File: src/lbp_config.svh
`ifndef LBP_CONFIG_SVH
`define LBP_CONFIG_SVH

// ~~~~~~~~~~~~~~~~~~~~~~~~~~~~~~~~~~~~~~~~
// image geometry
// ~~~~~~~~~~~~~~~~~~~~~~~~~~~~~~~~~~~~~~~~

// pixels per row, also the row buffer depth
`define IMG_WIDTH 16

// sampling point, radius 2 to 8 and a diagonal angle
`define LBP_RADIUS 3
`define LBP_ANGLE 45

// data widths
`define PIX_W 8
`define ACC_W 24

`endif

File: src/lbpPkg.sv
`default_nettype none
`include "lbp_config.svh"

package lbpPkg;

  // column index width
  localparam int ColW = $clog2(`IMG_WIDTH);

  typedef logic [`PIX_W-1:0] pixel_t;

  typedef struct packed {
    logic   sof;
    pixel_t data;
  } pixelBeat_t;

  // a b above, c d on the current row
  typedef struct packed {
    pixel_t a;
    pixel_t b;
    pixel_t c;
    pixel_t d;
  } cornerSet_t;

  // unsigned, 16 fraction bits
  typedef logic [`ACC_W-1:0] weight_t;

  typedef struct packed {
    weight_t wa;
    weight_t wb;
    weight_t wc;
    weight_t wd;
  } weightSet_t;

  typedef logic [`ACC_W-1:0] sample_t;

  // each radius has three distinct weights x y z
  // and the angle only permutes them over the corners
  function automatic weightSet_t weightsFor(input int radius, input int angle);
    weight_t    x;
    weight_t    y;
    weight_t    z;
    logic       known;
    weightSet_t w;

    known = 1'b1;
    x     = '0;
    y     = '0;
    z     = '0;
    w     = '0;
    case (radius)
      2: begin x = 24'h003E1D; y = 24'h0057D8; z = 24'h002BEC; end
      3: begin x = 24'h001B4A; y = 24'h00C5A6; z = 24'h0003C4; end
      4: begin x = 24'h002463; y = 24'h000789; z = 24'h00AFB0; end
      5: begin x = 24'h003FAD; y = 24'h003739; z = 24'h00496B; end
      6: begin x = 24'h002F0B; y = 24'h0092D6; z = 24'h000F12; end
      7: begin x = 24'h000C37; y = 24'h0000A5; z = 24'h00E6EA; end
      8: begin x = 24'h0039B3; y = 24'h001E24; z = 24'h006E73; end
      default: known = 1'b0;
    endcase

    if (known) begin
      case (angle)
        45:  w = '{wa: x, wb: y, wc: z, wd: x};
        135: w = '{wa: z, wb: x, wc: x, wd: y};
        225: w = '{wa: x, wb: z, wc: y, wd: x};
        315: w = '{wa: y, wb: x, wc: x, wd: z};
        default: w = '0;
      endcase
    end
    return w;
  endfunction

endpackage

`default_nettype wire

File: src/bilinearSample.sv
`timescale 1ns/1ps
`default_nettype none
`include "lbp_config.svh"

module bilinearSample
  import lbpPkg::*;
#(
  parameter int Radius = `LBP_RADIUS,
  parameter int Angle  = `LBP_ANGLE
) (
  input  logic       clk,
  input  logic       rst_n,
  input  cornerSet_t corners,
  input  logic       cornersValid,
  output sample_t    sample,
  output logic       sampleValid
);

  weightSet_t weights;

  cornerSet_t cornersQ;
  logic       capValid;

  sample_t    prodA;
  sample_t    prodB;
  sample_t    prodC;
  sample_t    prodD;
  logic       prodValid;

  sample_t    sumAb;
  sample_t    sumCd;
  logic       pairValid;

  // ~~~~~~~~~~~~~~~~~~~~~~~~~~~~~~~~~~~~~~~~
  // weights
  // ~~~~~~~~~~~~~~~~~~~~~~~~~~~~~~~~~~~~~~~~

  // loaded while in reset, held afterwards
  always_ff @(posedge clk) begin
    if (!rst_n) begin
      weights <= weightsFor(Radius, Angle);
    end
  end

  // ~~~~~~~~~~~~~~~~~~~~~~~~~~~~~~~~~~~~~~~~
  // multiply-add pipeline
  // ~~~~~~~~~~~~~~~~~~~~~~~~~~~~~~~~~~~~~~~~

  // stage 1, input capture
  always_ff @(posedge clk) begin
    if (cornersValid) begin
      cornersQ <= corners;
    end
  end

  // stage 2, products truncated to result width
  always_ff @(posedge clk) begin
    if (capValid) begin
      prodA <= weights.wa * cornersQ.a;
      prodB <= weights.wb * cornersQ.b;
      prodC <= weights.wc * cornersQ.c;
      prodD <= weights.wd * cornersQ.d;
    end
  end

  // stage 3, pair sums
  always_ff @(posedge clk) begin
    if (prodValid) begin
      sumAb <= prodA + prodB;
      sumCd <= prodC + prodD;
    end
  end

  // stage 4, final sum
  // output reads zero until the first result
  always_ff @(posedge clk) begin
    if (!rst_n) begin
      sample <= '0;
    end else if (pairValid) begin
      sample <= sumAb + sumCd;
    end
  end

  // valid travels with the data
  always_ff @(posedge clk) begin
    if (!rst_n) begin
      capValid    <= 1'b0;
      prodValid   <= 1'b0;
      pairValid   <= 1'b0;
      sampleValid <= 1'b0;
    end else begin
      capValid    <= cornersValid;
      prodValid   <= capValid;
      pairValid   <= prodValid;
      sampleValid <= pairValid;
    end
  end

endmodule

`default_nettype wire

File: src/lbpSampleTop.sv
`timescale 1ns/1ps
`default_nettype none
`include "lbp_config.svh"

module lbpSampleTop
  import lbpPkg::*;
(
  input  logic       clk,
  input  logic       rst_n,
  input  pixelBeat_t pixelIn,
  input  logic       pixelValid,
  output sample_t    sample,
  output logic       sampleValid
);

  logic [ColW-1:0] column;
  pixel_t          pixelAbove;
  cornerSet_t      corners;
  logic            cornersValid;

  // pixel one row up, read before overwrite
  rowBuffer rowBuf0 (
    .clk    (clk),
    .rst_n  (rst_n),
    .wrData (pixelIn.data),
    .wrEn   (pixelValid),
    .column (column),
    .rdData (pixelAbove)
  );

  windowGather gather0 (
    .clk          (clk),
    .rst_n        (rst_n),
    .pixelIn      (pixelIn),
    .pixelValid   (pixelValid),
    .pixelAbove   (pixelAbove),
    .column       (column),
    .corners      (corners),
    .cornersValid (cornersValid)
  );

  bilinearSample #(
    .Radius (`LBP_RADIUS),
    .Angle  (`LBP_ANGLE)
  ) interp0 (
    .clk          (clk),
    .rst_n        (rst_n),
    .corners      (corners),
    .cornersValid (cornersValid),
    .sample       (sample),
    .sampleValid  (sampleValid)
  );

endmodule

`default_nettype wire

File: src/rowBuffer.sv
`timescale 1ns/1ps
`default_nettype none
`include "lbp_config.svh"

module rowBuffer
  import lbpPkg::*;
(
  input  logic            clk,
  input  logic            rst_n,
  input  pixel_t          wrData,
  input  logic            wrEn,
  input  logic [ColW-1:0] column,
  output pixel_t          rdData
);

  // one entry per column of the image
  pixel_t lineMem [`IMG_WIDTH];

  // old content first, this is the pixel one row up
  assign rdData = lineMem[column];

  // no writes while reset is held
  always_ff @(posedge clk) begin
    if (rst_n && wrEn) begin
      lineMem[column] <= wrData;
    end
  end

endmodule

`default_nettype wire

File: src/windowGather.sv
`timescale 1ns/1ps
`default_nettype none
`include "lbp_config.svh"

module windowGather
  import lbpPkg::*;
(
  input  logic            clk,
  input  logic            rst_n,
  input  pixelBeat_t      pixelIn,
  input  logic            pixelValid,
  input  pixel_t          pixelAbove,
  output logic [ColW-1:0] column,
  output cornerSet_t      corners,
  output logic            cornersValid
);

  localparam int RowW = 16;
  localparam logic [ColW-1:0] LastCol = ColW'(`IMG_WIDTH - 1);

  logic [ColW-1:0] colCnt;
  logic [RowW-1:0] rowCnt;
  logic [RowW-1:0] curRow;
  logic [ColW-1:0] nextCol;
  logic [RowW-1:0] nextRow;
  logic            inFrame;
  pixel_t          prevPixel;
  pixel_t          prevAbove;

  // ~~~~~~~~~~~~~~~~~~~~~~~~~~~~~~~~~~~~~~~~
  // raster position
  // ~~~~~~~~~~~~~~~~~~~~~~~~~~~~~~~~~~~~~~~~

  // sof beat sits at column 0, row 0
  assign column  = pixelIn.sof ? '0 : colCnt;
  assign curRow  = pixelIn.sof ? '0 : rowCnt;
  assign inFrame = (column != '0) && (curRow != '0);

  always_comb begin
    nextCol = column + 1'b1;
    nextRow = curRow;
    if (column == LastCol) begin
      nextCol = '0;
      // saturate, only row >= 1 matters
      if (curRow != '1) begin
        nextRow = curRow + 1'b1;
      end
    end
  end

  always_ff @(posedge clk) begin
    if (!rst_n) begin
      colCnt <= '0;
      rowCnt <= '0;
    end else if (pixelValid) begin
      colCnt <= nextCol;
      rowCnt <= nextRow;
    end
  end

  // ~~~~~~~~~~~~~~~~~~~~~~~~~~~~~~~~~~~~~~~~
  // corner set
  // ~~~~~~~~~~~~~~~~~~~~~~~~~~~~~~~~~~~~~~~~

  // left-hand corners of the next window
  always_ff @(posedge clk) begin
    if (pixelValid) begin
      prevPixel <= pixelIn.data;
      prevAbove <= pixelAbove;
    end
  end

  always_ff @(posedge clk) begin
    if (pixelValid) begin
      corners.a <= prevAbove;
      corners.b <= pixelAbove;
      corners.c <= prevPixel;
      corners.d <= pixelIn.data;
    end
  end

  // window needs a row above and a column to the left
  always_ff @(posedge clk) begin
    if (!rst_n) begin
      cornersValid <= 1'b0;
    end else begin
      cornersValid <= pixelValid && inFrame;
    end
  end

endmodule

`default_nettype wire
File: config.mk
export PLATFORM = sky130hd
export DESIGN_NAME = lbpSampleTop
export DESIGN_NICKNAME = d
export VERILOG_FILES = /design/src/lbpPkg.sv /design/src/bilinearSample.sv /design/src/lbpSampleTop.sv /design/src/rowBuffer.sv /design/src/windowGather.sv
export VERILOG_INCLUDE_DIRS = /design/src /design/src/src
export SDC_FILE = /design/constraint.sdc
export NUM_CORES = 1
export LEC_CHECK = 0
export BUFFER_PORTS_ARGS = -buffer_cell sky130_fd_sc_hd__buf_2
export CAP_MARGIN = 40
export CORE_MARGIN = 2
export CORE_UTILIZATION = 62
export DETAILED_ROUTE_END_ITERATION = 16
export PLACE_DENSITY = 0.8
export SYNTH_ARGS = -nofsm -noshare
export SYNTH_HDL_FRONTEND = slang
export SYNTH_SLANG_ARGS = --single-unit
File: constraint.sdc
create_clock -name clk -period 8.4 [get_ports clk]
set_input_delay 0.84 -clock clk [delete_from_list [all_inputs] [get_ports clk]]
set_output_delay 0.84 -clock clk [all_outputs]
set_load 0.005 [all_outputs]
# [Word level (Yosys, flattened, before mapping)]
# Memories as Yosys holds them, arrays and structs flattened. A register that Yosys moved wholly into a read port is not among the register bits.
# Index checks and enable logic that the tools add are counted.
# Widths: inputs -> output; s select.
[word_totals] ff_bits=244 mem_bits_rw=128 input_bits=12 output_inout_bits=25 word_cells=45 mem_count=1
[op_classes] addsub=5 multipliers=4 n_eq_ne=2 mux=7 n_reduce_logical=5
[mem_list] name="rowBuf0.lineMem" words=16 width=8 read_ports=1 rd_clocked_by_memory_dff=1 wr=1 line_no="rowBuffer.sv:17" source="pixel_t lineMem [`IMG_WIDTH];"
[op_table] operator="$add 24x24->24" n=3
[op_table] operator="$mux 16" n=3
[op_table] operator="$mul 12x8->20 const A" n=2
[op_table] operator="$mul 15x8->23 const A" n=1
[op_table] operator="$add 16x1->16 const B" n=1
[op_table] operator="$mul 8x8->16 const A" n=1
[op_table] operator="$ne 16x16->1 const B" n=1
[op_table] operator="$reduce_bool 16->1" n=1
[op_table] operator="$mux 4" n=2
[op_table] operator="$add 4x1->4 const B" n=1
[op_table] operator="$eq 4x4->1 const B" n=1
[op_table] operator="$reduce_bool 4->1" n=1
[op_table] operator="$logic_and 1x1->1" n=3
[op_table] operator="$mux 1" n=2

# [Depth between registers and ports, before layout]
[depth] depth_word=4 ltp_mapped=17

# [Hierarchy]
# A second synthesis with hierarchy kept.
[hier_totals] cells_unflattened=1676 hier_area_um2=21539.4
[by_module_without_submodules] mod="bilinearSample" instances=1 cells_each=1267 area_each_um2=14315.0 seq_area_each_um2=5195.0
[by_module_without_submodules] mod="rowBuffer" instances=1 cells_each=225 area_each_um2=4991.0 seq_area_each_um2=3843.7
[by_module_without_submodules] mod="windowGather" instances=1 cells_each=184 area_each_um2=2233.4 seq_area_each_um2=1381.3

# [Worst setup path before layout]
# Ideal clock, no wire load.
[synth_path] path_type="flip-flop to flip-flop" startpoint="register interp0.cornersQ[22] (netlist bit)" endpoint="register interp0.prodB[23], data pin" setup_time_ps=260 arrival_time_ps=3782 setup_slack_ps=4359 path_stages_with_launch=16 synth_period_minus_slack_ps=4041 cell_sequence="edfxtp_1 > inv_1 > ha_1 > inv_1 > fa_1 > fa_1 > fa_1 > ha_1 > clkbuf_1 > nand4b_1 > o2111ai_1 > a31o_2 > a2111oi_2 > o31ai_1 > a21oi_1 > xnor2_1"
[synth_between] elab_chain_cells=1
[synth_rtl] item="from (decl)" line_no="bilinearSample.sv:21" source="cornerSet_t cornersQ;"
[synth_rtl] item="from (signal assigned)" line_no="bilinearSample.sv:52" source="cornersQ <= corners;"
[synth_rtl] item="$mul 15x8->23" line_no="bilinearSample.sv:60" source="prodB <= weights.wb * cornersQ.b;"
[synth_rtl] item="to (signal assigned)" line_no="bilinearSample.sv:60"
[synth_rtl] item="to (decl)" line_no="bilinearSample.sv:25" source="sample_t prodB;"
# Every way passes these cells.
# A chain may end at the register's enable or synchronous reset.

# [Worst setup path after layout]
# Same ends and word-level chain as after synthesis.

==> out/summary.txt <==
setup_tns: 0 ns
DRT iter0 DRCs: 817
Die Area: 0.03715 mm2
EDFF count, synth: 315
Avg Inst Size Synth: 11.90 um2
post-synthesis cell count: 1856
Post-CTS Setup Inserts: 0
Synth top cells by count: edfxtp_1, ha_1, inv_1
# rows: 69
post-synth top area cell: edfxtp_1
Worst-path clk slew: 0.06 ns
Die Wd: 192.8 um
clock skew: 0.01653 ns
Power Density: 159.1 mW/mm2
CTS-repair resized insts: 0
initial antenna violation count: 0
fmax: 228.1 MHz
Yosys top cell area share: 42.82%
die height: 192.8 um
Synth Area in Adders: 21.75%
RR Startpoint: interp0.cornersQ[22]$_DFFE_PP_
NetSw: 0.7862 mW
Final WS setup: 4.016 ns
first-pass GRT wire length: 70750 um
post-layout min period: 4.384 ns
relative slew slack: 40.31%
crit path launch type: flip-flop
YS warnings: 0
worst setup path start: interp0.cornersQ[22]$_DFFE_PP_
DRC Markers: 0
share of cells above drive strength 1: 8.230%
number of diodes: 0
asr flop ratio synth: 0%
GR Overflow Total: 0
sequential share of power: 51.3%
Worst-Skew Late Latency: 0.54 ns
maximum vdd drop: 0.0001807 V
crit-path max FO: 7
switching part of the total power: 20.45%
final slew viol count: 0
status: finished, final reports clean
clk buf depth: 3
Final Hold Fails: 0
clock sinks: 363
pin count of the biggest net entering global routing: 77
largest family of logic cells by synthesized area: adder cells
Num CTS Buffers: 39
RSZ-0062 raised after global routing: false
Final Util: 68.41%
DP HPWL: 32290 um
Synth Area in Compound Gates: 10.62%
register area share after synthesis: 47.17%
post-synthesis mux area share: 2.594%
CP endpoint kind: flip-flop
hold buffers post-CTS: 0
nets@finish: 2249
ys flop type: edfxtp_1
DR vias/cell: 5.864
clock root cell: clkbuf_16
core area: 0.03531 mm2
Final setup viols: 0
post-synth cell types: 87
worst-margin pin slew: 0.8941 ns
synthesized cell area: 0.02209 mm2
final worst path period share: 52.20%
first-pass detailed-route iteration total: 6
xor/xnor share of the synthesized area: 4.163%
clock share of power: 46.8%
# IOs: 37
critical path arrival: 4.65 ns
Critical Path RT: 8.67 ns
Vias: 14.03k
Port Buffers: 35
Routed WL: 43880 um
Max Cap Viol: 0
H-tree Lvls: 2
vias in the first global route: 14.01k
remaining antenna violation count: 0
Area growth syn-to-layout: 9.357%
Final Wtd Congestion: 0.8638
TritonCTS clock tree: done
combinational share of power: 1.9%
min-delay src: gather0.corners[13]$_DFFE_PP_
Synth Register Bits: 363
HP Class: flip-flop to flip-flop
most frequent cell after synthesis: edfxtp_1
Worst Setup Path Type: flip-flop to flip-flop
Wirelength per Cell: 18.34 um
Synth Net Count: 2204
Lkg Pwr: 9.836 nW
Int Pwr: 3.058 mW
dpl ws: 4.031 ns
GRT Overall Usage: 24.25%
synth top area cells: edfxtp_1, ha_1, fa_1
Synth Area in Simple Gates: 9.646%
Initial Util: 62.56%
-- worst max-delay path: stages (launching register included) --
cell,delay [ns]
edfxtp_1,0.48
inv_1,0.08
ha_1,0.32
inv_1,0.08
fa_1,0.39
fa_1,0.56
fa_1,0.43
ha_1,0.39
nand4b_1,0.13
o2111ai_1,0.14
a31o_2,0.30
a2111oi_2,0.37
o31ai_1,0.14
a21oi_1,0.21
xnor2_1,0.10
-- kinds of logic (layout without fill, tap and decap cells) --
| family | Yosys count | count (layout) |
|---|---|---|
| mux | 51 | 51 |
| fa+ha+maj | 336 | 336 |
| simple gates | 415 | 415 |
| flops | 363 | 363 |
| other cells | 1 | 1 |
| buf+inv | 234 | 310 |
| xor+xnor | 105 | 105 |
| compound gates | 351 | 351 |
-- routing by layer --
metal | share of wire (%) | global-route usage, % | wire (um)
met1 | 43 | 31.46 | 18810
met2 | 50 | 41.74 | 21910
met3 | 3.9 | 3.055 | 1726
met4 | 3.3 | 9.102 | 1433
met5 | 0 | 0 | 0
-- path summary, 6_finish.rpt --
check | endpoint | slack [ns] | cells past startpoint
hold / removal | interp0.cornersQ[13]$_DFFE_PP_ | 0.42 | 0
setup / recovery | interp0.prodB[23]$_DFFE_PP_ | 4.02 | 14
setup reg to reg | interp0.prodB[23]$_DFFE_PP_ | 4.02 | 14
hold reg to reg | interp0.cornersQ[13]$_DFFE_PP_ | 0.42 | 0
-- cell type report --
cell class | count | area [um2]
clock inverters | 26 | 325.3
inverters | 191 | 716.9
flip-flops and latches | 363 | 10430
clock buffers | 46 | 1023
repair buffers | 47 | 310.3
fillers | 2494 | 11150
multi-input cells | 1259 | 10780
well taps | 461 | 576.8
-- sequential cells by signal, indices dropped and copies added, names as in the netlist, 4 cells and up --
name	cells
gather0.colCnt	4
gather0.corners	16
gather0.prevAbove	8
gather0.prevPixel	8
gather0.rowCnt	16
interp0.cornersQ	32
interp0.prodA	20
interp0.prodB	23
interp0.prodC	16
interp0.prodD	20
interp0.sample	23
interp0.sumAb	23
interp0.sumCd	21
rowBuf0.lineMem	128
-- stage by stage --
step                instance area, um2  power [mW]  std cells  hold WS (ns)
floorplan                        22090       2.051       1856        0.4003
global placement                 22730       2.080       2317        0.4025
detailed placement               22810       2.083       2321        0.4045
CTS                              24160       3.869       2393        0.4188
global route                     24160       3.937       2393        0.4262
finish                           24160       3.844       2393        0.4177
-- power by group through the flow --
| stage | logic, mW | clock network (mW) | registers [mW] |
|---|---|---|---|
| CTS | 0.0740 | 1.82 | 1.97 |
| global route | 0.0796 | 1.89 | 1.97 |
| floorplan | 0.0445 | 0 | 2.01 |
| detailed placement | 0.0735 | 0 | 2.01 |
| finish | 0.0739 | 1.80 | 1.97 |
| global placement | 0.0713 | 0 | 2.01 |
-- layout by cell type, fill, tap and decap left out, types with 10 or more instances in the layout --
| cell | synthesis | routed |
|---|---|---|
| edfxtp_1 | 315 | 315 |
| a211oi_1 | 20 | 20 |
| a21oi_1 | 104 | 104 |
| o21bai_1 | 16 | 16 |
| clkbuf_16 | 0 | 40 |
| and2_1 | 20 | 20 |
| nand3_1 | 49 | 49 |
| o21a_1 | 17 | 17 |
| o211ai_1 | 11 | 11 |
| dfxtp_1 | 48 | 45 |
| buf_2 | 5 | 36 |
| nand2b_1 | 17 | 17 |
| nand4_1 | 14 | 14 |
| a21o_1 | 21 | 21 |
| mux2_2 | 10 | 10 |
| mux2i_1 | 37 | 37 |
| xnor2_1 | 80 | 80 |
| nand2_1 | 114 | 114 |
| fa_1 | 80 | 80 |
| nor3_1 | 28 | 28 |
| ha_1 | 256 | 256 |
| inv_1 | 190 | 190 |
| a31oi_1 | 13 | 13 |
| xor2_1 | 25 | 25 |
| nor2_1 | 76 | 76 |
| nor2b_1 | 30 | 30 |
| o21ai_0 | 65 | 65 |
Power figures use the tool's default switching activity.
